--- config.mk ---
export PLATFORM = sky130hd
export DESIGN_NAME = icache_refill_flat
export DESIGN_NICKNAME = d
export VERILOG_FILES = /design/src/rtl/mem_pkg.sv /design/src/rtl/icache_pkg.sv /design/src/rtl/refill_if.sv /design/src/rtl/icache_refill.sv /design/src/flat_wrapper.sv
export VERILOG_INCLUDE_DIRS = /design/src /design/src/rtl
export SDC_FILE = /design/constraint.sdc
export NUM_CORES = 1
export LEC_CHECK = 0
export BUFFER_PORTS_ARGS = -buffer_cell sky130_fd_sc_hd__buf_2
export CAP_MARGIN = 0
export CORE_AREA = 2 2 178 180
export CTS_CLUSTER_SIZE = 24
export DETAILED_ROUTE_END_ITERATION = 12
export DIE_AREA = 0 0 180 182
export HOLD_SLACK_MARGIN = 0.08
export SKIP_CTS_REPAIR_TIMING = 1
export SLEW_MARGIN = 20
export SYNTH_ARGS = -nofsm -noshare
export SYNTH_HDL_FRONTEND = slang
export SYNTH_SLANG_ARGS = --single-unit
--- constraint.sdc ---
create_clock -name clk -period 7.22 [get_ports clk]
set_input_delay 0.722 -clock clk [delete_from_list [all_inputs] [get_ports clk]]
set_output_delay 0.722 -clock clk [all_outputs]
set_load 0.01 [all_outputs]
--- src/rtl/icache_macros.svh ---
`ifndef ICACHE_MACROS_SVH
`define ICACHE_MACROS_SVH

// fetch address and word width
`define ICACHE_ADDR_W 64

// sets per way, one line per set
`define ICACHE_SETS 64

// 64-bit words in a 32-byte line
`define ICACHE_LINE_WORDS 4

// saturating age counter per set and way
`define ICACHE_AGE_W 4

`endif
--- src/rtl/mem_pkg.sv ---
package mem_pkg;

`include "icache_macros.svh"

  // one beat per line word
  localparam int beats = `ICACHE_LINE_WORDS;

  typedef logic [2:0] beat_cnt_t;

  localparam beat_cnt_t last_beat = beat_cnt_t'(beats - 1);

  typedef enum logic [1:0] {
    idle,
    fetch,
    write
  } refill_state_e;

endpackage

--- src/rtl/icache_pkg.sv ---
package icache_pkg;

`include "icache_macros.svh"

  localparam int addr_w     = `ICACHE_ADDR_W;
  localparam int word_w     = addr_w;
  localparam int sets       = `ICACHE_SETS;
  localparam int line_words = `ICACHE_LINE_WORDS;
  localparam int index_w    = $clog2(sets);
  localparam int offset_w   = $clog2(line_words);
  // byte offset within a word
  localparam int byte_w     = 3;
  localparam int line_lsb   = offset_w + byte_w;
  localparam int tag_lsb    = line_lsb + index_w;
  localparam int tag_w      = addr_w - tag_lsb;
  localparam int line_w     = line_words * word_w;

  typedef logic [addr_w-1:0]        addr_t;
  typedef logic [word_w-1:0]        word_t;
  typedef logic [tag_w-1:0]         tag_t;
  typedef logic [index_w-1:0]       index_t;
  typedef logic [offset_w-1:0]      offset_t;
  // word 0 sits in the low bits
  typedef logic [line_w-1:0]        line_t;
  typedef logic [`ICACHE_AGE_W-1:0] age_t;

endpackage

--- src/rtl/refill_if.sv ---
`timescale 1ns/10ps

interface refill_if;

  logic              miss;
  icache_pkg::addr_t miss_addr;
  logic              fill_valid;
  icache_pkg::line_t fill_line;
  logic              busy;

  modport lookup (
    output miss, miss_addr,
    input  busy, fill_valid, fill_line
  );

  modport refill (
    input  miss, miss_addr,
    output busy, fill_valid, fill_line
  );

  // arrays and ages
  modport store (
    input fill_valid, fill_line, miss_addr
  );

endinterface

--- src/rtl/icache_refill.sv ---
`timescale 1ns/10ps

module icache_refill (
  input  logic              clk,
  input  logic              rst_n,
  input  icache_pkg::word_t dram_data,
  input  logic              dram_val,
  output logic              dram_req,
  output icache_pkg::addr_t dram_req_addr,
  refill_if.refill          rf
);

  mem_pkg::refill_state_e state;
  mem_pkg::beat_cnt_t     beat_cnt;
  icache_pkg::line_t      line_buf;
  logic                   tail_q;

  always_ff @(posedge clk) begin
    if (!rst_n) begin
      state    <= mem_pkg::idle;
      beat_cnt <= '0;
      dram_req <= 1'b0;
      tail_q   <= 1'b0;
    end else begin
      tail_q <= (state == mem_pkg::write);
      case (state)
        mem_pkg::idle: begin
          if (rf.miss) begin
            state    <= mem_pkg::fetch;
            beat_cnt <= '0;
            dram_req <= 1'b1;
          end
        end
        mem_pkg::fetch: begin
          if (dram_val) begin
            beat_cnt <= beat_cnt + 1'b1;
            // request drops as the last beat is taken
            if (beat_cnt == mem_pkg::last_beat) begin
              state    <= mem_pkg::write;
              dram_req <= 1'b0;
            end
          end
        end
        mem_pkg::write: state <= mem_pkg::idle;
        default:        state <= mem_pkg::idle;
      endcase
    end
  end

  // line-aligned address held for the whole request
  always_ff @(posedge clk) begin
    if (state == mem_pkg::idle && rf.miss)
      dram_req_addr <= {rf.miss_addr[icache_pkg::addr_w-1:icache_pkg::line_lsb],
                        {icache_pkg::line_lsb{1'b0}}};
  end

  // lowest word arrives first and ends up in the low bits
  always_ff @(posedge clk) begin
    if (state == mem_pkg::fetch && dram_val)
      line_buf <= {dram_data, line_buf[icache_pkg::line_w-1:icache_pkg::word_w]};
  end

  assign rf.fill_valid = (state == mem_pkg::write);
  assign rf.fill_line  = line_buf;
  // one extra cycle covers the array reread
  assign rf.busy       = (state != mem_pkg::idle) | tail_q;

  a_no_beat_idle: assert property (@(posedge clk) disable iff (!rst_n)
    (state == mem_pkg::idle) |-> !dram_val);

  // a fifth beat would land in the write cycle
  a_beat_bound: assert property (@(posedge clk) disable iff (!rst_n)
    (state == mem_pkg::write) |-> !dram_val);

endmodule

--- src/flat_wrapper.sv ---
// flat-port wrapper written by rule: the top's interface ports become plain ports
module icache_refill_flat 
  (clk, rst_n, dram_data, dram_val, dram_req, dram_req_addr, rf_miss, rf_miss_addr, rf_busy, rf_fill_valid, rf_fill_line);
  refill_if rf_i ();
  input  logic clk;
  input  logic rst_n;
  input  icache_pkg::word_t dram_data;
  input  logic dram_val;
  output logic dram_req;
  output icache_pkg::addr_t dram_req_addr;
  input wire logic [$bits(rf_i.miss)-1:0] rf_miss;
  input wire logic [$bits(rf_i.miss_addr)-1:0] rf_miss_addr;
  output wire logic [$bits(rf_i.busy)-1:0] rf_busy;
  output wire logic [$bits(rf_i.fill_valid)-1:0] rf_fill_valid;
  output wire logic [$bits(rf_i.fill_line)-1:0] rf_fill_line;
  assign rf_i.miss = rf_miss;
  assign rf_i.miss_addr = rf_miss_addr;
  assign rf_busy = rf_i.busy;
  assign rf_fill_valid = rf_i.fill_valid;
  assign rf_fill_line = rf_i.fill_line;
  icache_refill u_core (.clk(clk), .rst_n(rst_n), .dram_data(dram_data), .dram_val(dram_val), .dram_req(dram_req), .dram_req_addr(dram_req_addr), .rf(rf_i));
endmodule
==> flow_summary.ini <==
[floorplan]
rows = 65
start_util_pct = 31.83
die-area_um2 = 32760
io_pins = 455
core_um2 = 30990
fp.dieH_um = 182
dieWidth_um = 180

[grt]
grt_max_degree = 137
grt_overflow = 0
grtUsageTotal_pct = 13.45
grt_pass1_wl_um = 33000
grt_pass1_vias = 5345
antenna_found_initial = 1

[pwr]
switchingPower_uw = 826.6
clkPwrFrac_pct = 42.3
power.density_nw_per_um2 = 296.4
power.leakage_uw = 0.005402
combPwrFrac_pct = 4.5
p_int_uw = 3241
power.total_uw = 4067
seqPwrFrac_pct = 53.2
peakVddDrop_v = 0.0001658
switching_share_pct = 20.32

[route]
drt-pass1-iter-count = 4
postRouteAntennaNets = 0
routed_wl_um = 23240
route.detailed.drc = 0
num_vias = 5322
drtIter0Drc = 340
via_per_inst = 4.177
wl_per_cell_um = 18.24

[synth]
synth_area_leaders = edfxtp_1 96%, dfxtp_1 1.4%, buf_4 0.46%, ha_1 0.25%, nor3b_1 0.23%
synth_common_cells = 315 x edfxtp_1, 7 x dfxtp_1, 6 x buf_4, 5 x nand2_1
synthDistinctLibCells = 23
synthFlopType = edfxtp_1
synth-edff-count = 315
async_flop_share_pct = 0
synth.top_cell.area_share_pct = 95.90
synth_top_area_cell = edfxtp_1
seq_area_frac_synth_pct = 97.32
yosys_warnings = 0
synthCells = 363
syn_avg_cell_area_um2 = 27.17
ys_seq_elements = 322
netlist_area_um2 = 9863
yosysMostFrequentCell = edfxtp_1

[hold_path]
worstHoldPathType = input port to register
min_from = dram_data[30]

[worst_setup_path]
reg2reg_slack_ns = 4.72
cp-end-kind = register
worst_setup_path_start_kind = register
critPathKind = register to register
crit_fanout = 82
cp.arrival_ns = 2.62
worstReg2RegStart = u_core.state[0]$_SDFFE_PN0P_
crit_start = u_core.state[0]$_SDFFE_PN0P_
worstPathRequired_ns = 7.34

[place]
gp_congestion = 0.7735
dpl.hpwl_um = 17050
dpl_worst_slack_ns = 4.202
io_buffers = 444

[sta]
finalSetupViolCount = 0
worst_pin_slew_ns = 1.018
finClkSkew_ns = 0.01656
fin_crit_sh_pct = 34.67
fmax_mhz = 399.5
period_minus_slack_ns = 2.503
max_slew_margin_pct = 32.13
finalHoldViolations = 0
grt_setup_unrepaired = false
final_max_slew_viol_count = 0
finalSetupTns_ns = 0
setup_slack_ns = 4.717

[clock_tree]
clk_path_buf_depth = 3
cts.clk_slew.worst_paths_ns = 0.06
clock_latency_ns = 0.50
cts_inserted_buffers = 36
cts_tree = built
cts-root-buf = clkbuf_16
htree_levels = 2
numClockSinks = 322

[outcome]
status = finished, final reports clean

[finish]
syn_to_final_growth_pct = 39.14
antennaDiodeCount = 0
final_util_pct = 44.29
fin_nets = 980
drive_gt1_share_pct = 57.22

[job]
cap_violations = 0
critical path, cell delays in order, from the launching register on:
cell,delay [ns]
dfxtp_1,0.56
and2_4,0.61
buf_4,0.89
sequential cells by signal, indices dropped and copies added, names as in the netlist:
register	cells
u_core.tail_q	1
u_core.dram_req_addr	59
u_core.state	2
u_core.beat_cnt	3
u_core.dram_req	1
u_core.rf.fill_line	256
metal layers:
layer	part of all wire [%]	global-route usage [%]	vias to the layer above
met3	10	5.455	46
met1	37	15.30	2555
li1	-	-	2415
met4	2.3	4.520	2
met5	0.069	0	-
met2	50	23.03	304
final cells by class:
type | count | area, um2
fill | 2720 | 17260
sequential | 322 | 9599
timing repair buffer | 447 | 2257
clock buffer | 44 | 940.9
tap | 402 | 503.0
multi-input combinational | 37 | 232.7
clock inverter | 20 | 182.7
inverter | 2 | 7.507
stage by stage:
stage	cells	hold WS (ns)	instance area [um2]
finish	1274	0.3890	13720
global placement	1210	0.4245	12600
detailed placement	1210	0.4271	12600
global route	1274	0.3520	13720
CTS	1274	0.3628	13720
floorplan	367	0.4483	9878
cell families (layout without fill, tap and decap cells):
| family | Yosys count | count (layout) | synth area share (%) |
|---|---|---|---|
| other | 1 | 5 | 0.03802 |
| AOI/OAI and AO/OA | 9 | 9 | 0.5963 |
| adders and majority gates | 2 | 2 | 0.2537 |
| and+or+nand+nor | 21 | 21 | 1.256 |
| buffers and inverters | 8 | 513 | 0.5328 |
| DFF | 322 | 322 | 97.32 |
power by group through the flow:
| stage | clock, uW | combinational [uW] | sequential [uW] |
|---|---|---|---|
| 3_3_place_gp | 0 | 186 | 2200 |
| 3_5_place_dp | 0 | 188 | 2200 |
| 5_1_grt | 1850 | 199 | 2170 |
| 2_1_floorplan | 0 | 34.6 | 2240 |
| 4_1_cts | 1770 | 188 | 2170 |
| 6_report | 1720 | 184 | 2160 |
path summary, 6_finish.rpt:
check                                                          end  depth (start not counted)
worst max-delay path            u_core.rf.fill_line[211]$_DFFE_PP_                          2
worst min-delay path            u_core.rf.fill_line[222]$_DFFE_PP_                          1
worst max register to register  u_core.rf.fill_line[211]$_DFFE_PP_                          2
worst min register to register  u_core.rf.fill_line[151]$_DFFE_PP_                          0
layout by cell type, fill, tap and decap left out, types with 5 or more instances in the layout:
cell       count
edfxtp_1     315
dfxtp_1        7
nand2_1        5
clkinv_1      10
clkbuf_1       7
conb_1         5
buf_2        444
clkbuf_16     36
Power figures use the tool's default switching activity.
