### src/rtl/icache_macros.svh
`ifndef ICACHE_MACROS_SVH
`define ICACHE_MACROS_SVH

// fetch address and word width
`define ICACHE_ADDR_W 64

// sets per way, one line per set
`define ICACHE_SETS 64

// 64-bit words in a 32-byte line
`define ICACHE_LINE_WORDS 4

// saturating age counter per set and way
`define ICACHE_AGE_W 4

`endif
### src/rtl/icache_pkg.sv
package icache_pkg;

`include "icache_macros.svh"

  localparam int addr_w     = `ICACHE_ADDR_W;
  localparam int word_w     = addr_w;
  localparam int sets       = `ICACHE_SETS;
  localparam int line_words = `ICACHE_LINE_WORDS;
  localparam int index_w    = $clog2(sets);
  localparam int offset_w   = $clog2(line_words);
  // byte offset within a word
  localparam int byte_w     = 3;
  localparam int line_lsb   = offset_w + byte_w;
  localparam int tag_lsb    = line_lsb + index_w;
  localparam int tag_w      = addr_w - tag_lsb;
  localparam int line_w     = line_words * word_w;

  typedef logic [addr_w-1:0]        addr_t;
  typedef logic [word_w-1:0]        word_t;
  typedef logic [tag_w-1:0]         tag_t;
  typedef logic [index_w-1:0]       index_t;
  typedef logic [offset_w-1:0]      offset_t;
  // word 0 sits in the low bits
  typedef logic [line_w-1:0]        line_t;
  typedef logic [`ICACHE_AGE_W-1:0] age_t;

endpackage

### src/rtl/refill_if.sv
`timescale 1ns/10ps

interface refill_if;

  logic              miss;
  icache_pkg::addr_t miss_addr;
  logic              fill_valid;
  icache_pkg::line_t fill_line;
  logic              busy;

  modport lookup (
    output miss, miss_addr,
    input  busy, fill_valid, fill_line
  );

  modport refill (
    input  miss, miss_addr,
    output busy, fill_valid, fill_line
  );

  // arrays and ages
  modport store (
    input fill_valid, fill_line, miss_addr
  );

endinterface

### src/rtl/icache_lru.sv
`timescale 1ns/10ps

module icache_lru (
  input  logic     clk,
  input  logic     rst_n,
  input  logic     hit_en,
  input  logic     hit_way,
  refill_if.store  st,
  input  logic     fill_way,
  output logic     victim_way
);

  icache_pkg::age_t   age [2][icache_pkg::sets];
  icache_pkg::index_t set_index;
  logic               use_en;
  logic               use_way;

  // miss_addr follows the registered request, so it names the hit set too
  assign set_index = st.miss_addr[icache_pkg::tag_lsb-1:icache_pkg::line_lsb];

  // hits and fills never overlap, fill wins anyway
  assign use_en  = st.fill_valid | hit_en;
  assign use_way = st.fill_valid ? fill_way : hit_way;

  // ties go to way 1
  assign victim_way = (age[0][set_index] > age[1][set_index]) ? 1'b0 : 1'b1;

  always_ff @(posedge clk) begin
    if (!rst_n) begin
      for (int s = 0; s < icache_pkg::sets; s++) begin
        age[0][s] <= '0;
        age[1][s] <= '0;
      end
    end else if (use_en) begin
      for (int w = 0; w < 2; w++) begin
        if (w == int'(use_way))
          age[w][set_index] <= '0;
        else if (age[w][set_index] != '1)
          age[w][set_index] <= age[w][set_index] + 1'b1;
      end
    end
  end

endmodule

### src/flat_wrapper.sv
// flat-port wrapper written by rule: the top's interface ports become plain ports
module icache_lru_flat 
  (clk, rst_n, hit_en, hit_way, fill_way, victim_way, st_fill_valid, st_fill_line, st_miss_addr);
  refill_if st_i ();
  input  logic clk;
  input  logic rst_n;
  input  logic hit_en;
  input  logic hit_way;
  input  logic fill_way;
  output logic victim_way;
  input wire logic [$bits(st_i.fill_valid)-1:0] st_fill_valid;
  input wire logic [$bits(st_i.fill_line)-1:0] st_fill_line;
  input wire logic [$bits(st_i.miss_addr)-1:0] st_miss_addr;
  assign st_i.fill_valid = st_fill_valid;
  assign st_i.fill_line = st_fill_line;
  assign st_i.miss_addr = st_miss_addr;
  icache_lru u_core (.clk(clk), .rst_n(rst_n), .hit_en(hit_en), .hit_way(hit_way), .st(st_i), .fill_way(fill_way), .victim_way(victim_way));
endmodule
### config.mk
export PLATFORM = sky130hd
export DESIGN_NAME = icache_lru_flat
export DESIGN_NICKNAME = d
export VERILOG_FILES = /design/src/rtl/icache_pkg.sv /design/src/rtl/refill_if.sv /design/src/rtl/icache_lru.sv /design/src/flat_wrapper.sv
export VERILOG_INCLUDE_DIRS = /design/src /design/src/rtl
export SDC_FILE = /design/constraint.sdc
export NUM_CORES = 1
export LEC_CHECK = 0
export BUFFER_PORTS_ARGS = -buffer_cell sky130_fd_sc_hd__buf_2
export CORE_MARGIN = 3
export CORE_UTILIZATION = 30
export DETAILED_ROUTE_END_ITERATION = 6
export GPL_ROUTABILITY_DRIVEN = 0
export HOLD_SLACK_MARGIN = 0.05
export PLACE_DENSITY = 0.55
export SYNTH_ARGS = -nofsm -noshare
export SYNTH_HDL_FRONTEND = slang
export SYNTH_SLANG_ARGS = --single-unit
### constraint.sdc
create_clock -name clk -period 4.75 [get_ports clk]
set_input_delay 0.95 -clock clk [delete_from_list [all_inputs] [get_ports clk]]
set_output_delay 0.95 -clock clk [all_outputs]
set_load 0.02 [all_outputs]
==> flow_summary.yaml, run 1 <==
layout:
  top_register: "u_core.age"
  fin_area_mm2: 0.02932
  fillCellCount: 7147
  final_nets: 2768
  instances_no_fill: 3454
  final_util: 0.3906
  largest_reg_flops: 512
  drive_gt1_frac: 0.2682
  area_growth_syn_to_layout_pct: 28.01
  reg_top3: "u_core.age: 512 flops"
placement:
  port_buffers: 12
  dp_hpwl_um: 57380
  placed_cells: 3315
  dpl_cell_area_mm2: 0.02639
sta:
  rsz0062_at_grt: "true"
  fin_ws_ps: -245.5
  max_freq_mhz: 200.2
  hold_viol: 0
  slew_headroom: 0.2728
  fin_crit_sh: 1.052
  min_period_ps: 4996
  fin_skew_ps: 23.54
  tightest_slew_ps: 1091
  finalSetupViolCount: 1
  fin_hold_ws_ps: 452.7
  tns_ps: -245.5
  final_max_slew_viol_count: 0
worst_setup_path:
  path_buf_inv: 5
  start_kind: "input port"
  cp_top_family: "simple AND/OR/NAND/NOR gates"
  cp_data_required_time_ps: 3800
  crit_type: "in -> out"
  critical_path_arrival_ps: 4050
  rr_worst_depth: 23
  crit_path_max_fanout: 11
  end_kind: "primary output"
  critPathMaxStageDelay_ps: 450
  worst-path-stages: 16
  crit_chain: "buf_12 > buf_6 > and3b_2 > buf_4 > a222oi_1 > and3_1 > o22ai_4 > or4_4 > inv_2 > ha_1 > nor2b_1 > o21ai_1 > nand2b_1 > a21oi_2 > a41o_1 > buf_6"
  slowest_stage: "or4_4"
  cp_common_cell: "buf_6"
grt:
  met3_usage: 0.03029
  grt.total_usage: 0.2046
  grt_pass1_wl_um: 123600
  grt_max_degree: 209
  antenna_found_initial: 2
  use_met2: 0.3249
  grt_overflow: 0
  grt_pass1_vias: 19200
  grt_util_met1: 0.2834
  gr-max-usage-layer: "met2"
floorplan:
  fp.dieW_um: 282.3
  die_height_um: 282.3
  dieArea_mm2: 0.07970
  start_util: 0.3051
  io_pins: 327
  rows: 100
  core_area_mm2: 0.07507
clock_network:
  cts_tree: "yes"
  cts_buffers: 55
  clk_latency_ps: 620
  clockBufferDepth: 3
  ctsHoldBuffers: 0
  cts_htree_levels: 2
  cts_root_buf: "clkbuf_16"
  clkTransAtPathRegs_ps: 60
  clock-sinks: 512
flow_run:
  drv_cap: 0
power_and_ir_drop:
  irDropWorstVdd_mv: 0.2671
  p_leak_uw: 0.01011
  cellPowerDensity_mw_per_mm2: 353.2
drt:
  drt-vias-per-instance: 5.801
  vias: 20040
  drtIter0Drc: 2219
  dr.pass1.iters: 6
  wl_per_cell_um: 24.76
  route.detailed.drc: 0
  ant_nets: 0
  drt_wl_total_um: 85510
worst_hold_path:
  holdPathStages: 2
  min_path_type: "reg -> reg"
logic_synthesis:
  syn_area_mm2: 0.02290
  ys.flop_type: "edfxtp_1"
  async_flop_share: 0
  synth_nets: 2526
  yosysWarnings: 0
  synth_edf_count: 260
  synth_top_area_share: 0.3409
  synthCells: 2194
  yosys.area.top_type: "edfxtp_1"
  ys_seq_elements: 512
  synthTopCellsByArea: "edfxtp_1, dfxtp_1, o22ai_1"
  avgSynthCellArea_um2: 10.44
  synth_cell_types: 72
  yosysSeqAreaShare: 0.5611
outcome:
  status: "finished, violations left"
  failed_checks: "negative setup slack"
## placed cells by master (no fill, tap or decap), types with 44 or more instances in the layout
| cell | instances |
|---|---|
| a22oi_1 | 44 |
| clkbuf_16 | 63 |
| mux2i_1 | 47 |
| nor3_1 | 67 |
| nor2_1 | 225 |
| nand2_1 | 351 |
| o22ai_1 | 232 |
| o21ai_0 | 79 |
| buf_4 | 301 |
| edfxtp_1 | 260 |
| buf_12 | 51 |
| dfxtp_1 | 252 |
## logic make-up (layout without fill, tap and decap cells)
logic type               count (synthesis)  count (layout)  synth area share
buffers and inverters                  211             500           0.04616
XOR/XNOR                                 1               1         0.0003825
other                                    0               2                 0
AND/OR/NAND/NOR                        810             810            0.1518
AO/OA/AOI/OAI                          530             530            0.1583
multiplexers                           124             124           0.07905
flip-flops                             512             512            0.5611
adder cells (fa/ha/maj)                  6               6          0.003278
## layer usage
metal / vias to the layer above / wire [um]
met3: 220 / 7161
met2: 1018 / 38690
li1: 8729 / -
met4: 0 / 4001
met5: - / 0
met1: 10070 / 35660
## power breakdown
| part | internal [uW] | switching [uW] | leakage (uW) |
|---|---|---|---|
| logic | 466 | 757 | 0.00451 |
| registers | 4720 | 32.3 | 0.00471 |
| clock network | 2550 | 1830 | 0.000892 |
| total | 7740 | 2620 | 0.0101 |
## path summary, 6_finish.rpt
| path | startpoint | end | slack (ps) |
|---|---|---|---|
| worst max register to register | u_core.age[0][245] | u_core.age[0][36] | 360 |
| worst min register to register | u_core.age[0][219] | u_core.age[0][219] | 450 |
| worst max-delay path | st_miss_addr[7] | victim_way | -250 |
| worst min-delay path | u_core.age[0][219] | u_core.age[0][219] | 450 |
## synth_stat cells (17+ instances only)
master	instances
o32ai_1	24
mux4_2	42
mux2i_1	47
o22ai_1	241
a21oi_1	18
buf_6	24
nor2_1	276
a22oi_1	49
mux2_2	34
nand2_1	353
a221o_1	17
nand3_1	39
nor3_1	69
o21ai_0	83
edfxtp_1	260
clkbuf_1	126
buf_2	28
a221oi_1	31
dfxtp_1	252
## repair_timing
item / in CTS / in global routing
setup buffers: 14 / 14
pin swaps: 14 / 31
setup endpoints to repair: 1 / 261
cloned: 0 / 8
resized for setup: 56 / 120
## worst min-delay path, stage by stage, from the launching register on
cell,delay (ps)
dfxtp_1,310
nand2_1,50
o22ai_1,50
## stage by stage
stage	total power, uW	setup WS (ps)
after global placement	5931	-531.4
after global routing	10610	-284.4
after CTS	10310	-211.5
final	10360	-245.5
after detailed placement	5943	-479.6
after floorplan	5370	1.954
## cell type report
class | count | area (um^2) | share of cell area
flip-flops and latches | 512 | 12850 | 0.4383
diodes | 2 | 5.005 | 0.0001707
clock buffers | 71 | 1498 | 0.05108
well taps | 969 | 1212 | 0.04135
multi-input cells | 1471 | 9643 | 0.3289
inverters | 11 | 41.29 | 0.001408
clock inverters | 33 | 332.8 | 0.01135
repair buffers | 385 | 3736 | 0.1274
(Power assumes the default switching activity.)
==> inputs of run 2 (changes only) <==
Settings changed: ABC_AREA set to 1.
==> run 2 against run 1 <==
Against the previous run:
- the run now ends clean
- combinational power is 21% lower
- total power is 3.7% lower
- clock-buffer cell count is 7 higher
- setup slack better by 410 ps
- core utilization is 3.8 points lower
- area after synthesis is 8.3% higher
- sequential power hardly changed
- routed wire length is 0.45% lower
- non-clock buffer count is 224 lower
- first-iteration DRC count is 1.8% lower
- sequential cell count stayed put
- maximum frequency is 8.9% higher
==> flow_summary.yaml, run 2 <==
outcome:
  status: "completed"
power_and_ir_drop:
  p_clk_frac: 0.428
  p_sw_uw: 2571
  switching_share: 0.2579
  seq_power_share: 0.475
  p_leak_uw: 0.01089
  power_frac_comb: 0.096
  p_int_uw: 7397
  irDropWorstVdd_mv: 0.2441
  cellPowerDensity_mw_per_mm2: 348.5
floorplan:
  fp.dieW_um: 293.6
  start_util: 0.3055
  core_area_mm2: 0.08120
  die_height_um: 293.6
  rows: 104
  io_pins: 327
  dieArea_mm2: 0.08617
logic_synthesis:
  yosys.area.top_type: "edfxtp_1"
  synth_top_area_share: 0.3147
  synth_edf_count: 260
  ys_seq_elements: 512
  yosys-top-cells-count: "nand2_1, nor2_1, a21oi_1, edfxtp_1, dfxtp_1"
  synthCells: 3303
  ys.flop_type: "edfxtp_1"
  avgSynthCellArea_um2: 7.510
  async_flop_share: 0
  yosysWarnings: 0
  syn_area_mm2: 0.02481
  synth_cell_types: 38
  synthTopCellsByArea: "edfxtp_1, nand2_1, dfxtp_1"
  yosysSeqAreaShare: 0.5181
  synth_nets: 3635
  synth.most_common_cell: "nand2_1"
drt:
  drt_wl_total_um: 85120
  route.detailed.drc: 0
  vias: 22050
  ant_nets: 0
  dr.pass1.iters: 6
  drt-vias-per-instance: 4.971
  wl_per_cell_um: 19.19
  drtIter0Drc: 2180
worst_setup_path:
  critPathMaxStageDelay_ps: 480
  end_kind: "primary output"
  crit_path_max_fanout: 15
  start_kind: "input port"
  slowest_stage: "o21ai_1"
  startpoint: "st_miss_addr[7]"
  critical_path_arrival_ps: 3640
  crit_type: "in -> out"
  crit_chain: "clkbuf_4 > inv_2 > buf_4 > nand2_1 > nor2_4 > buf_12 > nand2_1 > nand4_1 > o21ai_1 > nand2_1 > nor2_1 > nand2_1 > inv_1 > ha_1 > nand2_1 > o21bai_1 > nand2_1 > o21ai_0 > buf_4 > buf_2"
  reg2reg_from: "u_core.age[1][16]"
  cp_data_required_time_ps: 3800
  cp_common_cell: "nand2_1"
  rr_worst_depth: 12
grt:
  grt.total_usage: 0.1931
  antenna_found_initial: 0
  grt_max_degree: 94
  grt_overflow: 0
  grt_pass1_wl_um: 127200
  grt_pass1_vias: 20380
clock_network:
  cts_htree_levels: 2
  clkTransAtPathRegs_ps: 60
  clock-sinks: 512
  cts_tree: "yes"
  clk_latency_ps: 620
  cts_buffers: 53
  clockBufferDepth: 3
  cts_root_buf: "clkbuf_16"
sta:
  finalSetupViolCount: 0
  final_max_slew_viol_count: 0
  slew_headroom: 0.2880
  fin_crit_sh: 0.9659
  fin_skew_ps: 31.76
  rsz0062_at_grt: "false"
  hold_viol: 0
  tightest_slew_ps: 1068
  tns_ps: 0
  max_freq_mhz: 218.0
  min_period_ps: 4588
placement:
  dpl_cell_area_mm2: 0.02676
  port_buffers: 12
  placed_cells: 4334
  dp_hpwl_um: 57970
layout:
  area_growth_syn_to_layout_pct: 15.29
  final_util: 0.3522
  fillCellCount: 8589
  antenna_cells: 0
  top_register: "u_core.age"
  instances_no_fill: 4436
  fin_area_mm2: 0.02860
  drive_gt1_frac: 0.1025
  final_common_cell: "nand2_1"
  final_nets: 3666
  largest_reg_flops: 512
  final_cell_mix: "nand2_1, nor2_1, a21oi_1, edfxtp_1, dfxtp_1"
  reg_top3: "u_core.age: 512 flops"
flow_run:
  drv_cap: 0
worst_hold_path:
  min_from: "u_core.age[0][206]"
  holdPathStages: 2
  min_path_type: "reg -> reg"
## run 2: cell count changes after synthesis, moves of 48 or more
| cell | change |
|---|---|
| nand3_1 | +73 |
| a21oi_1 | +311 |
| inv_2 | +48 |
| nor3_1 | -56 |
| clkbuf_1 | -61 |
| o22ai_1 | -241 |
| inv_1 | +102 |
| nor2_1 | +148 |
| o21ai_0 | -62 |
| nand2_1 | +1016 |
## run 2: layout make-up
class                           instances  area [um^2]  share of cell area
Multi-Input combinational cell       2437        10430              0.3646
Tap cell                             1060         1326             0.04638
Inverter                              169        644.4             0.02253
Clock buffer                           78         1573             0.05499
Sequential cell                       512        12850              0.4494
Clock inverter                         19        176.4            0.006169
Timing Repair Buffer                  161         1599             0.05591
## run 2: path summary, 6_finish.rpt
check                                          end  slack [ps]
worst max-delay path                    victim_way         160
worst min-delay path            u_core.age[0][206]         460
worst min register to register  u_core.age[0][206]         460
worst max register to register  u_core.age[1][239]        1530
## run 2: routing by layer
| metal | global-route usage | part of all wire | wire, um | vias to the layer above |
|---|---|---|---|---|
| met3 | 0.02320 | 0.068 | 5785 | 157 |
| met5 | 0 | 0 | 0 | - |
| met1 | 0.2680 | 0.44 | 37590 | 10400 |
| met2 | 0.3099 | 0.45 | 38560 | 787 |
| li1 | - | - | - | 10710 |
| met4 | 0.07072 | 0.038 | 3194 | 0 |
## run 2: per-stage QoR
stage	setup slack, ps	power (uW)	hold WS, ps
6_report	161.9	9967	457.3
5_1_grt	3.591	10240	476.4
4_1_cts	41.14	10010	460.2
3_5_place_dp	63.28	5781	450.6
3_3_place_gp	56.98	5778	448.6
2_1_floorplan	569.7	5344	435.8
## run 2: worst max-delay path: cells and delay by family
family | cells | cell delay, ps
adder cells (fa/ha/maj) | 1 | 240
AO/OA/AOI/OAI | 3 | 660
buffers and inverters | 7 | 940
AND/OR/NAND/NOR | 9 | 810
## run 2: logic make-up (layout without fill, tap and decap cells)
family | after synthesis | count (layout) | synth area share
buffers and inverters | 354 | 427 | 0.06451
adders and majority gates | 6 | 6 | 0.003026
and+or+nand+nor | 2012 | 2012 | 0.3251
DFF | 512 | 512 | 0.5181
AOI/OAI and AO/OA | 417 | 417 | 0.08822
xor gates and xnor gates | 1 | 1 | 0.0006559
muxes | 1 | 1 | 0.0004035
## run 2: timing repair
action,in CTS,in global routing
gates resized for setup,0,14
buffers inserted,0,4
setup endpoints to repair,0,1
hold buffers,0,0
## run 2: power by group through the flow
| stage | logic [uW] | clock network, uW | registers, uW |
|---|---|---|---|
| after detailed placement | 946 | 0 | 4830 |
| final | 960 | 4270 | 4740 |
| after CTS | 949 | 4330 | 4740 |
| after global routing | 1020 | 4480 | 4740 |
| after global placement | 945 | 0 | 4830 |
| after floorplan | 519 | 0 | 4830 |
