## src/rtl/icache_macros.svh

```systemverilog
`ifndef ICACHE_MACROS_SVH
`define ICACHE_MACROS_SVH

// fetch address and word width
`define ICACHE_ADDR_W 64

// sets per way, one line per set
`define ICACHE_SETS 64

// 64-bit words in a 32-byte line
`define ICACHE_LINE_WORDS 4

// saturating age counter per set and way
`define ICACHE_AGE_W 4

`endif
```

## src/rtl/icache_pkg.sv

```systemverilog
package icache_pkg;

`include "icache_macros.svh"

  localparam int addr_w     = `ICACHE_ADDR_W;
  localparam int word_w     = addr_w;
  localparam int sets       = `ICACHE_SETS;
  localparam int line_words = `ICACHE_LINE_WORDS;
  localparam int index_w    = $clog2(sets);
  localparam int offset_w   = $clog2(line_words);
  // byte offset within a word
  localparam int byte_w     = 3;
  localparam int line_lsb   = offset_w + byte_w;
  localparam int tag_lsb    = line_lsb + index_w;
  localparam int tag_w      = addr_w - tag_lsb;
  localparam int line_w     = line_words * word_w;

  typedef logic [addr_w-1:0]        addr_t;
  typedef logic [word_w-1:0]        word_t;
  typedef logic [tag_w-1:0]         tag_t;
  typedef logic [index_w-1:0]       index_t;
  typedef logic [offset_w-1:0]      offset_t;
  // word 0 sits in the low bits
  typedef logic [line_w-1:0]        line_t;
  typedef logic [`ICACHE_AGE_W-1:0] age_t;

endpackage

```

## src/rtl/refill_if.sv

```systemverilog
`timescale 1ns/10ps

interface refill_if;

  logic              miss;
  icache_pkg::addr_t miss_addr;
  logic              fill_valid;
  icache_pkg::line_t fill_line;
  logic              busy;

  modport lookup (
    output miss, miss_addr,
    input  busy, fill_valid, fill_line
  );

  modport refill (
    input  miss, miss_addr,
    output busy, fill_valid, fill_line
  );

  // arrays and ages
  modport store (
    input fill_valid, fill_line, miss_addr
  );

endinterface

```

## src/rtl/icache_lookup.sv

```systemverilog
`timescale 1ns/10ps

module icache_lookup (
  input  logic               clk,
  input  logic               rst_n,
  input  icache_pkg::addr_t  cpu_addr,
  input  logic               ins_req,
  output icache_pkg::word_t  instruction,
  output logic               rom_abort,
  output logic               rd_en,
  output icache_pkg::index_t rd_index,
  input  icache_pkg::tag_t   way_tag0,
  input  icache_pkg::tag_t   way_tag1,
  input  logic               way_valid0,
  input  logic               way_valid1,
  input  icache_pkg::line_t  way_line0,
  input  icache_pkg::line_t  way_line1,
  output logic               hit_en,
  output logic               hit_way,
  refill_if.lookup           rf
);

  icache_pkg::addr_t   req_addr;
  logic                req_valid;
  logic                reread_q;
  icache_pkg::tag_t    req_tag;
  icache_pkg::index_t  req_index;
  icache_pkg::offset_t req_off;
  logic                hit0;
  logic                hit1;
  logic                hit;
  logic                accept;
  icache_pkg::line_t   sel_line;

  assign req_tag   = req_addr[icache_pkg::addr_w-1:icache_pkg::tag_lsb];
  assign req_index = req_addr[icache_pkg::tag_lsb-1:icache_pkg::line_lsb];
  assign req_off   = req_addr[icache_pkg::line_lsb-1:icache_pkg::byte_w];

  // cpu holds its request while rom_abort is high
  assign accept = ins_req & ~rom_abort;

  always_ff @(posedge clk) begin
    if (!rst_n) begin
      req_valid <= 1'b0;
      reread_q  <= 1'b0;
    end else begin
      reread_q <= rf.fill_valid;
      if (!rom_abort)
        req_valid <= ins_req;
    end
  end

  always_ff @(posedge clk) begin
    if (accept)
      req_addr <= cpu_addr;
  end

  // reread in the last busy cycle so fresh data lands as busy falls
  assign rd_en    = accept | reread_q;
  assign rd_index = reread_q ? req_index
                             : cpu_addr[icache_pkg::tag_lsb-1:icache_pkg::line_lsb];

  assign hit0 = way_valid0 & (way_tag0 == req_tag);
  assign hit1 = way_valid1 & (way_tag1 == req_tag);
  assign hit  = hit0 | hit1;

  assign rf.miss      = req_valid & ~hit & ~rf.busy;
  assign rf.miss_addr = req_addr;
  assign rom_abort    = (req_valid & ~hit) | rf.busy;

  assign hit_en  = req_valid & hit & ~rf.busy;
  assign hit_way = hit1;

  assign sel_line    = hit1 ? way_line1 : way_line0;
  assign instruction = sel_line[req_off * icache_pkg::word_w +: icache_pkg::word_w];

  // a line lives in one way only
  a_single_hit: assert property (@(posedge clk) disable iff (!rst_n)
    req_valid |-> !(hit0 && hit1));

endmodule

```

## src/flat_wrapper.sv

```systemverilog
// flat-port wrapper written by rule: the top's interface ports become plain ports
module icache_lookup_flat 
  (clk, rst_n, cpu_addr, ins_req, instruction, rom_abort, rd_en, rd_index, way_tag0, way_tag1, way_valid0, way_valid1, way_line0, way_line1, hit_en, hit_way, rf_miss, rf_miss_addr, rf_busy, rf_fill_valid, rf_fill_line);
  refill_if rf_i ();
  input  logic clk;
  input  logic rst_n;
  input  icache_pkg::addr_t cpu_addr;
  input  logic ins_req;
  output icache_pkg::word_t instruction;
  output logic rom_abort;
  output logic rd_en;
  output icache_pkg::index_t rd_index;
  input  icache_pkg::tag_t way_tag0;
  input  icache_pkg::tag_t way_tag1;
  input  logic way_valid0;
  input  logic way_valid1;
  input  icache_pkg::line_t way_line0;
  input  icache_pkg::line_t way_line1;
  output logic hit_en;
  output logic hit_way;
  output wire logic [$bits(rf_i.miss)-1:0] rf_miss;
  output wire logic [$bits(rf_i.miss_addr)-1:0] rf_miss_addr;
  input wire logic [$bits(rf_i.busy)-1:0] rf_busy;
  input wire logic [$bits(rf_i.fill_valid)-1:0] rf_fill_valid;
  input wire logic [$bits(rf_i.fill_line)-1:0] rf_fill_line;
  assign rf_miss = rf_i.miss;
  assign rf_miss_addr = rf_i.miss_addr;
  assign rf_i.busy = rf_busy;
  assign rf_i.fill_valid = rf_fill_valid;
  assign rf_i.fill_line = rf_fill_line;
  icache_lookup u_core (.clk(clk), .rst_n(rst_n), .cpu_addr(cpu_addr), .ins_req(ins_req), .instruction(instruction), .rom_abort(rom_abort), .rd_en(rd_en), .rd_index(rd_index), .way_tag0(way_tag0), .way_tag1(way_tag1), .way_valid0(way_valid0), .way_valid1(way_valid1), .way_line0(way_line0), .way_line1(way_line1), .hit_en(hit_en), .hit_way(hit_way), .rf(rf_i));
endmodule
```

## config.mk

```make
export PLATFORM = sky130hd
export DESIGN_NAME = icache_lookup_flat
export DESIGN_NICKNAME = d
export VERILOG_FILES = /design/src/rtl/icache_pkg.sv /design/src/rtl/refill_if.sv /design/src/rtl/icache_lookup.sv /design/src/flat_wrapper.sv
export VERILOG_INCLUDE_DIRS = /design/src /design/src/rtl
export SDC_FILE = /design/constraint.sdc
export NUM_CORES = 1
export LEC_CHECK = 0
export ABC_AREA = 1
export BUFFER_PORTS_ARGS = -buffer_cell sky130_fd_sc_hd__buf_4
export CAP_MARGIN = 20
export CORE_AREA = 2 2 423 425
export CTS_BUF_LIST = sky130_fd_sc_hd__clkbuf_8
export DETAILED_ROUTE_END_ITERATION = 16
export DIE_AREA = 0 0 425 427
export GPL_TIMING_DRIVEN = 1
export PLACE_DENSITY = 0.3
export SLEW_MARGIN = 20
export SYNTH_ARGS = -nofsm -noshare
export SYNTH_HDL_FRONTEND = slang
export SYNTH_SLANG_ARGS = --single-unit
```

## constraint.sdc

```tcl
create_clock -name clk -period 4.2 [get_ports clk]
set_input_delay 1.05 -clock clk [delete_from_list [all_inputs] [get_ports clk]]
set_output_delay 1.05 -clock clk [all_outputs]
set_load 0.02 [all_outputs]
```

==> results of run 1 <==
-- critical path: cells and delay by family --
| kind | cells | cell delay (ps) |
|---|---|---|
| buf+inv | 8 | 1010 |
| simple gates | 12 | 1080 |
-- power breakdown --
part	switching, mW	internal, mW
sequential	0.0461	0.758
clock	0.335	0.272
combinational	0.841	0.912
-- worst min path at each step --
stage | cells past startpoint | endpoint
floorplan | 2 | u_core.req_valid
global placement | 2 | u_core.req_valid
detailed placement | 2 | u_core.req_valid
CTS | 2 | u_core.req_valid
global route | 2 | u_core.req_valid
finish | 2 | u_core.req_valid
-- state kept, by name, indices dropped and copies added (netlist names) --
register and cells:
u_core.reread_q 1, u_core.req_valid 1, u_core.rf.miss_addr 64
-- cell type report --
type / count / area (sq um)
Antenna cell: 4 / 10.0
Clock buffer: 9 / 124
Clock inverter: 6 / 67.6
Fill cell: 20849 / 151000
Inverter: 410 / 1550
Multi-Input combinational cell: 1612 / 8770
Sequential cell: 66 / 1960
Tap cell: 2355 / 2950
Timing Repair Buffer: 1144 / 10400
-- logic make-up after synthesis --
family	Yosys count	synth area share
and+or+nand+nor	1587	0.636
buffers and inverters	535	0.182
AOI/OAI and AO/OA	12	0.00549
xor gates and xnor gates	11	0.00829
DFF	66	0.169
-- cells in the final DEF, fill, tap and decap left out, types with 2 or more instances in the layout --
master and instances:
buf_12 47, buf_16 27, buf_4 940, buf_6 104, buf_8 17, clkbuf_16 9
clkbuf_8 9, clkinv_2 3, clkinvlp_4 2, dfxtp_1 2, diode_2 4, edfxtp_1 64
inv_1 365, inv_2 40, inv_4 2, inv_6 2, nand2_1 718, nand2_2 178
nand2_4 26, nand2_8 3, nand3_1 200, nand3_2 57, nand3_4 7, nand3b_1 256
nand4_1 35, nor2_1 61, nor2_2 16, nor2_4 12, nor3_1 6, nor3b_1 2
nor4_1 9, o21ai_0 9, or2_2 3, xnor2_1 3, xnor2_2 4, xor2_1 4
-- per-layer routing --
metal  vias to the layer above  routed length [um]
met1                      8667               46300
met3                        95                7680
met2                       622               60800
met5                         -                 106
li1                       8929                   -
met4                        18                2590
-- Yosys cell counts, drive strengths merged --
| cell type | count |
|---|---|
| a21oi | 2 |
| nand4 | 35 |
| nor4 | 9 |
| buf | 87 |
| dfxtp | 2 |
| nor3 | 6 |
| nor2 | 89 |
| nand3b | 256 |
| clkbuf | 38 |
| xor2 | 4 |
| nor3b | 2 |
| nand2 | 923 |
| o2111ai | 1 |
| edfxtp | 64 |
| inv | 410 |
| nand3 | 264 |
| o21ai | 9 |
| xnor2 | 7 |
| or2 | 3 |
-- repair_timing --
action                                  in CTS  in global routing
gates cloned                                25                  9
endpoints found under the setup margin      66                 69
setup buffers                               68                 29
gates resized for setup                    231                338
pin swaps                                   60                195
==> impl_metrics.toml, run 1 <==
[outcome]
status = "finished with violations"
failed_checks = "setup timing"

[final_layout]
area_delta_synth_final_pct = 122
layout-drive-gt1-share = 0.465
fin_util = 0.146
final_nets = 4188
fin_area_sq_um = 25800
fin_cells = 5606

[timing]
tightest_slew_ps = 898
setup_slack_ps = -48.1
min_period_ps = 4250
slew_violations = 0
setup_tns_ps = -335
setup_viol = 16
rsz0062_at_grt = "yes"
relSlewSlack = 0.401
max_freq_mhz = 235
final_hold_viol_count = 0
hold_ws_ps = 480
fin_skew_ps = 16.8
fin_crit_sh = 1.01

[floorplan]
placementRows = 155
io_pins = 1084
core_area_sq_um = 177000
die_width_um = 425
die_area_sq_um = 181000
initial_core_util = 0.0656
die_y_um = 427

[logic_synthesis]
synth_top_area_frac = 0.298
synthDistinctLibCells = 25
syn_area_sq_um = 11600
yosysWarnings = 0
syn_area_per_cell_sq_um = 5.26
seq_area_frac_synth = 0.169
yosysTopAreaCell = "nand2_1"
syn_inst = 2211
synth_area_leaders = "nand2_1 (30%), edfxtp_1 (17%), nand3b_1 (17%)"
ys_seq_elements = 66
synth_fp_nets = 3156

[pwr]
p_leak_nw = 13.3
ir_drop_uv = 147
power_mw = 3.16
power_density_nw_per_um2 = 123

[grt]
grt_antenna_before_repair = 30
grt_start_max_net_pins = 66
grt_use_total = 0.121
grt.busiest_layer = "met2"
grt_pass1_vias = 17947
gr-usage-met3 = 0.0272
use_met2 = 0.221
overflow = 0
grt_pass1_wl_mm = 151
grt_util_met1 = 0.142

[route]
firstDrtPassIters = 5
drt_iter0_markers = 916
ant_nets = 0
drc = 0
wl_per_cell_um = 21.0
num_vias = 18331
via_per_inst = 3.27
wl_mm = 118

[setup_path]
critPathLaunchType = "input port"
crit_path_end = "instruction[52]"
cpMostUsedCell = "nand2_2"
r2r_cells = 18
r2r-start = "u_core.rf.miss_addr[16]"
crit_chain = "buf_4 > nand2_4 > nand2_2 > nor2_2 > nand2_2 > nor2_2 > nand2_2 > nor2_4 > buf_12 > buf_12 > buf_16 > buf_12 > buf_16 > buf_8 > nand3b_1 > nand3_2 > nand2_2 > nand2_2 > nand2_2 > buf_6"
arrival_ps = 3200
r2r_slack_ps = 1040
cp-startpoint = "way_tag1[5]"
cp_slowest_stage_delay_ps = 150
cp.required_ps = 3150
crit_type = "in -> out"
cp_max_fo = 7
r2r-end = "u_core.rf.miss_addr[31]"
cp_slowest_cell = "buf_12"
end_kind = "primary output"

[cts]
cts.sinks = 66
hold_buffers = 0
cts_max_level = 3
cts_tree = "built"
clkLatencyLatePin_ps = 440
cts_root_buffer = "clkbuf_8"
clockBufferDepth = 2
numCtsBuffers = 9
path_clk_slew_ps = 90

[place]
gp_congestion = 0.877
port_buffers = 827
placedCellCount = 5469
hpwl_mm = 93.9
dpl_cell_area_sq_um = 22000
dpl_worst_slack_ps = -374

[job]
drv_cap = 0

[min_path]
hold_class = "reg -> reg"
worstHoldStart = "u_core.req_valid"
No activity file was read; power rests on OpenSTA's default activity.
==> inputs of run 2 (changes only) <==
--- a/config.mk
+++ b/config.mk
@@ -8,13 +8,13 @@
 export LEC_CHECK = 0
 export ABC_AREA = 1
 export BUFFER_PORTS_ARGS = -buffer_cell sky130_fd_sc_hd__buf_4
-export CAP_MARGIN = 20
-export CORE_AREA = 2 2 423 425
+export CORE_AREA = 2 2 420 422
 export CTS_BUF_LIST = sky130_fd_sc_hd__clkbuf_8
 export DETAILED_ROUTE_END_ITERATION = 16
-export DIE_AREA = 0 0 425 427
+export DIE_AREA = 0 0 422 424
 export GPL_TIMING_DRIVEN = 1
 export PLACE_DENSITY = 0.3
+export SETUP_SLACK_MARGIN = 0.3
 export SLEW_MARGIN = 20
 export SYNTH_ARGS = -nofsm -noshare
 export SYNTH_HDL_FRONTEND = slang
==> constraint.sdc (replaced) <==
create_clock -name clk -period 3.69 [get_ports clk]
set_input_delay 0.9225 -clock clk [delete_from_list [all_inputs] [get_ports clk]]
set_output_delay 0.9225 -clock clk [all_outputs]
set_load 0.02 [all_outputs]
==> run 2 against run 1 <==
Against the previous run:
- the run still ends with setup timing left
- sequential power is 12% higher
- non-clock buffer count is 18 higher
- worst hold slack better by 29 ps
- cell area is 2.4% lower
- clock-buffer cell count stayed put
- first-iteration DRC count is 2.1% higher
- flip-flop and latch count stayed put
- register-to-register slack worse by 720 ps
- die area is 1.4% lower
- total power is 11% higher
- combinational power is 13% higher
- highest routed layer unchanged
==> impl_metrics.toml, run 2 (same netlist as run 1, synthesis figures left out) <==
[outcome]
status = "finished with violations"
failed_checks = "setup timing"

[pwr]
p_leak_nw = 13.2
power_density_nw_per_um2 = 139
ir_drop_uv = 148
power.net_switching_mw = 1.36
pwr-share-clk = 0.180
power_mw = 3.51
p_comb_frac = 0.563
p_int_mw = 2.15
sw_frac_of_total = 0.387
p_seq_frac = 0.257

[cts]
clkLatencyLatePin_ps = 440
clockBufferDepth = 2
path_clk_slew_ps = 90
cts_tree = "built"
cts_max_level = 3
cts.sinks = 66
numCtsBuffers = 9
cts_root_buffer = "clkbuf_8"

[floorplan]
io_pins = 1084
die_y_um = 424
initial_core_util = 0.0665
placementRows = 154
core_area_sq_um = 175000
die_width_um = 422
die_area_sq_um = 179000

[setup_path]
cp_slowest_stage_delay_ps = 160
cpMostUsedCell = "buf_4"
crit_type = "in -> out"
critPathLaunchType = "input port"
cp_slowest_cell = "buf_12"
end_kind = "primary output"
critPathBufInv = 8
cp_max_fo = 7
path_delay_family = "buffers and inverters"
cp.required_ps = 2770
arrival_ps = 3160
crit_chain = "buf_4 > xnor2_2 > buf_4 > nand2_1 > nor2_1 > buf_4 > nand2_2 > nor2_4 > buf_12 > nand2_8 > buf_12 > buf_12 > buf_4 > nand2_1 > nand3_4 > nand2_2 > nand2_1 > nand2_2 > buf_6"

[grt]
grt_pass1_wl_mm = 142
grt_start_max_net_pins = 97
grt_use_total = 0.113
grt_pass1_vias = 17728
overflow = 0
grt_antenna_before_repair = 29

[timing]
rsz0062_at_grt = "yes"
min_period_ps = 4080
hold_ws_ps = 509
tightest_slew_ps = 783
slew_violations = 0
setup_viol = 69
relSlewSlack = 0.478
final_hold_viol_count = 0
setup_slack_ps = -389
fin_crit_sh = 1.11
fin_skew_ps = 18.2
max_freq_mhz = 245

[route]
via_per_inst = 3.19
drt_iter0_markers = 935
num_vias = 17900
drc = 0
wl_mm = 108
ant_nets = 0
wl_per_cell_um = 19.2
firstDrtPassIters = 5

[job]
drv_cap = 0

[final_layout]
fin_area_sq_um = 25200
final_nets = 4204
area_delta_synth_final_pct = 117
multi_input_area_sq_um = 8360
largest_reg_flops = 64
layout-drive-gt1-share = 0.435
final_cell_mix = "buf_4 (1005), nand2_1 (793), inv_1 (372)"
layout_commonest_cell = "buf_4"
fill_cells = 20610
fin_cells = 5616
seqCellArea_sq_um = 1960

[place]
gp_congestion = 0.922
hpwl_mm = 88.9
placedCellCount = 5510
port_buffers = 827
dpl_cell_area_sq_um = 22600

[min_path]
hold_class = "reg -> reg"
run 2: changes by cell type in the layout (fill, tap and decap cells not counted), sizes merged:
| cell | before | now |
|---|---|---|
| clkbuf | 18 | 20 |
| diode | 4 | 12 |
| nand2 | 925 | 923 |
| buf | 1135 | 1144 |
| bufbuf | 0 | 7 |
| bufinv | 1 | 0 |
| inv | 409 | 410 |
| clkinv | 4 | 3 |
| clkinvlp | 2 | 4 |
run 2: final timing paths:
path                                         startpoint                       to  slack, ps  cells past startpoint
worst min-delay path                   u_core.req_valid         u_core.req_valid        510                      2
worst max-delay path                       way_tag1[16]          instruction[38]       -390                     19
worst max register to register  u_core.rf.miss_addr[56]  u_core.rf.miss_addr[25]        320                     24
worst min register to register         u_core.req_valid         u_core.req_valid        510                      2
run 2: tightest hold or removal path, stage by stage (launching register included):
cell	delay, ps
dfxtp_1	350
nand2_1	70
a21oi_1	50
run 2: final cells by class:
| cell class | instances | area share |
|---|---|---|
| clock buffers | 9 | 0.00492 |
| clock inverters | 7 | 0.00213 |
| diodes | 12 | 0.00119 |
| repair buffers | 1162 | 0.404 |
| inverters | 410 | 0.0617 |
| flip-flops and latches | 66 | 0.0779 |
| well taps | 2340 | 0.116 |
| multi-input cells | 1610 | 0.332 |
run 2: power groups by stage:
stage | sequential (mW) | clock, mW | combinational, mW
6_report | 0.903 | 0.631 | 1.98
5_1_grt | 0.909 | 0.705 | 2.15
4_1_cts | 0.907 | 0.693 | 1.95
3_5_place_dp | 0.932 | 0 | 1.85
3_3_place_gp | 0.932 | 0 | 1.85
2_1_floorplan | 0.944 | 0 | 0.619
run 2: metrics by stage:
| stage | TNS (ps) | setup WS [ps] | utilization |
|---|---|---|---|
| after CTS | -23380 | -409 | 0.138 |
| after global routing | -30510 | -530 | 0.144 |
| after detailed placement | -39830 | -568 | 0.129 |
| after floorplan | 0 | 387 | - |
| after global placement | -40140 | -579 | 0.129 |
| final | -20000 | -389 | 0.144 |
run 2: repair_timing:
item                                    CTS  global route
resized for setup                       186           168
buffers inserted                         40            10
gates cloned                             14            14
endpoints found under the setup margin   69           127
hold buffers                              0             0
pin swaps                                59            74
run 2: metal layers:
metal	routed length [um]	track usage	up-vias
met5	109	0	-
met4	2360	0.0275	16
met3	6540	0.0267	99
met2	55600	0.205	558
met1	43500	0.132	8263
li1	-	-	8964
==> inputs of run 3 (changes only) <==
--- a/config.mk
+++ b/config.mk
@@ -8,12 +8,12 @@
 export LEC_CHECK = 0
 export ABC_AREA = 1
 export BUFFER_PORTS_ARGS = -buffer_cell sky130_fd_sc_hd__buf_4
-export CORE_AREA = 2 2 420 422
+export CORE_AREA = 2 2 419 421
 export CTS_BUF_LIST = sky130_fd_sc_hd__clkbuf_8
 export DETAILED_ROUTE_END_ITERATION = 16
-export DIE_AREA = 0 0 422 424
+export DIE_AREA = 0 0 421 423
 export GPL_TIMING_DRIVEN = 1
-export PLACE_DENSITY = 0.3
+export PLACE_DENSITY = 0.32
 export SETUP_SLACK_MARGIN = 0.3
 export SLEW_MARGIN = 20
 export SYNTH_ARGS = -nofsm -noshare
==> constraint.sdc (replaced) <==
create_clock -name clk -period 5.03 [get_ports clk]
set_input_delay 1.2575 -clock clk [delete_from_list [all_inputs] [get_ports clk]]
set_output_delay 1.2575 -clock clk [all_outputs]
set_load 0.02 [all_outputs]
==> run 3 against run 2 <==
Against the previous run:
- the run now ends clean
- via count decreased by 2.0%
- combinational power shrank 30%
- cell count is 3.5% lower
- sequential power is 25% lower
- sequential share of layout area grew 0.24 points
- largest cell class is now multi-input gates
- highest routed layer unchanged
==> impl_metrics.toml, run 3 (same netlist as run 1, synthesis figures left out) <==
[setup_path]
cp_slowest_cell = "buf_12"
crit_type = "in -> out"
cpMostUsedCell = "nand2_2"
r2r_cells = 16
critPathLaunchType = "input port"
end_kind = "primary output"
crit_chain = "buf_8 > nand2_2 > nand2_2 > nor2_1 > nand2_1 > nor2_2 > nand2_2 > nor2_4 > buf_12 > nand2_8 > buf_12 > buf_16 > nand2_2 > nand3_4 > nand2_2 > nand2_1 > nand2_1 > buf_6"
r2r-end = "u_core.rf.miss_addr[56]"
arrival_ps = 3430
cp_max_fo = 8
cp_slowest_stage_delay_ps = 240
cp.required_ps = 3770
r2r_slack_ps = 1660
r2r-start = "u_core.rf.miss_addr[16]"

[grt]
grt_start_max_net_pins = 76
grt_use_total = 0.116
grt_pass1_wl_mm = 143
overflow = 0
grt_antenna_before_repair = 37
grt_pass1_vias = 17236

[pwr]
power_density_nw_per_um2 = 107
power_mw = 2.61
p_leak_nw = 12.5
ir_drop_uv = 303

[timing]
fin_skew_ps = 21.7
tightest_slew_ps = 793
final_hold_viol_count = 0
relSlewSlack = 0.471
min_period_ps = 4690
setup_viol = 0
slew_violations = 0
setup_tns_ps = 0
max_freq_mhz = 213
rsz0062_at_grt = "yes"
setup_slack_ps = 339
fin_crit_sh = 0.933

[place]
placedCellCount = 5343
gp_congestion = 0.903
dpl_worst_slack_ps = -83.3
dpl_cell_area_sq_um = 21400
port_buffers = 827
hpwl_mm = 90.8

[cts]
clkLatencyLatePin_ps = 440
clockBufferDepth = 2
cts_tree = "built"
path_clk_slew_ps = 80
cts_max_level = 3
numCtsBuffers = 9
cts_root_buffer = "clkbuf_8"
cts.sinks = 66

[final_layout]
largest_reg_flops = 64
fin_area_sq_um = 24400
final_cell_mix = "buf_4 (830), nand2_1 (704), inv_1 (373)"
layout_commonest_cell = "buf_4"
fill_cells = 20318
area_delta_synth_final_pct = 110
fin_cells = 5421
layout-drive-gt1-share = 0.441
multi_input_area_sq_um = 8990
seqCellArea_sq_um = 1960
final_nets = 4024

[route]
drt_iter0_markers = 994
via_per_inst = 3.24
ant_nets = 0
num_vias = 17548
wl_mm = 110
drc = 0
firstDrtPassIters = 7
wl_per_cell_um = 20.3

[floorplan]
die_width_um = 421
die_y_um = 423
io_pins = 1084
core_area_sq_um = 173000
initial_core_util = 0.0671
placementRows = 153
die_area_sq_um = 178000

[min_path]
hold_class = "reg -> reg"
holdPathStages = 2
min_to = "u_core.req_valid"
worstHoldStart = "u_core.req_valid"

[job]
drv_cap = 0

[outcome]
status = "finished, final reports clean"
## run 3: cell count changes in the layout (fill, tap and decap cells not counted), moves of 5 or more
cell and delta:
buf_6 -10, nand2_1 -89, nor2_2 -5, bufbuf_16 -5, nand3_4 +7, nand2_2 +62, buf_8 +6, buf_4 -175
nand2_4 +27, clkbuf_16 +6, nand3_2 +28, nand3_1 -35
## run 3: timing repair
action | in CTS | in global routing
setup buffers | 8 | 13
pin swaps | 43 | 176
hold buffers | 0 | 0
cloned | 10 | 19
resized for setup | 129 | 392
endpoints found under the setup margin | 65 | 67
## run 3: through the flow
stage	util	hold WS, ps
2_1_floorplan	-	449
3_3_place_gp	0.123	461
3_5_place_dp	0.123	466
4_1_cts	0.130	478
5_1_grt	0.141	503
6_report	0.141	476
## run 3: worst max-delay path by stage
stage	end	from	cells past startpoint
4_1_cts	instruction[10]	way_tag1[1]	19
2_1_floorplan	u_core.rf.miss_addr[0]	way_tag1[8]	13
3_3_place_gp	instruction[32]	way_tag1[16]	16
3_5_place_dp	instruction[32]	way_tag1[16]	16
5_1_grt	instruction[34]	way_tag1[47]	20
6_report	instruction[34]	way_tag1[8]	18
## run 3: final cells by class
| type | instances | area share |
|---|---|---|
| Timing Repair Buffer | 981 | 0.360 |
| Multi-Input combinational cell | 1611 | 0.368 |
| Antenna cell | 13 | 0.00133 |
| Sequential cell | 66 | 0.0803 |
| Tap cell | 2325 | 0.119 |
| Inverter | 410 | 0.0632 |
| Clock inverter | 6 | 0.00379 |
| Clock buffer | 9 | 0.00507 |
## run 3: report_power, final
group	internal, mW	total, mW	switching (mW)
logic	0.705	1.39	0.686
registers	0.633	0.673	0.0398
clock network	0.277	0.548	0.271
## run 3: critical path, delay by kind of cell
family        cells  cell delay [ps]
simple gates     13             1320
buf+inv           5              800
## run 3: routing by layer
layer / wire length [um] / vias to the layer above / track usage
li1: - / 8602 / -
met1: 43500 / 8262 / 0.132
met2: 57500 / 578 / 0.215
met3: 6860 / 88 / 0.0294
met4: 2080 / 18 / 0.0235
met5: 120 / - / 0
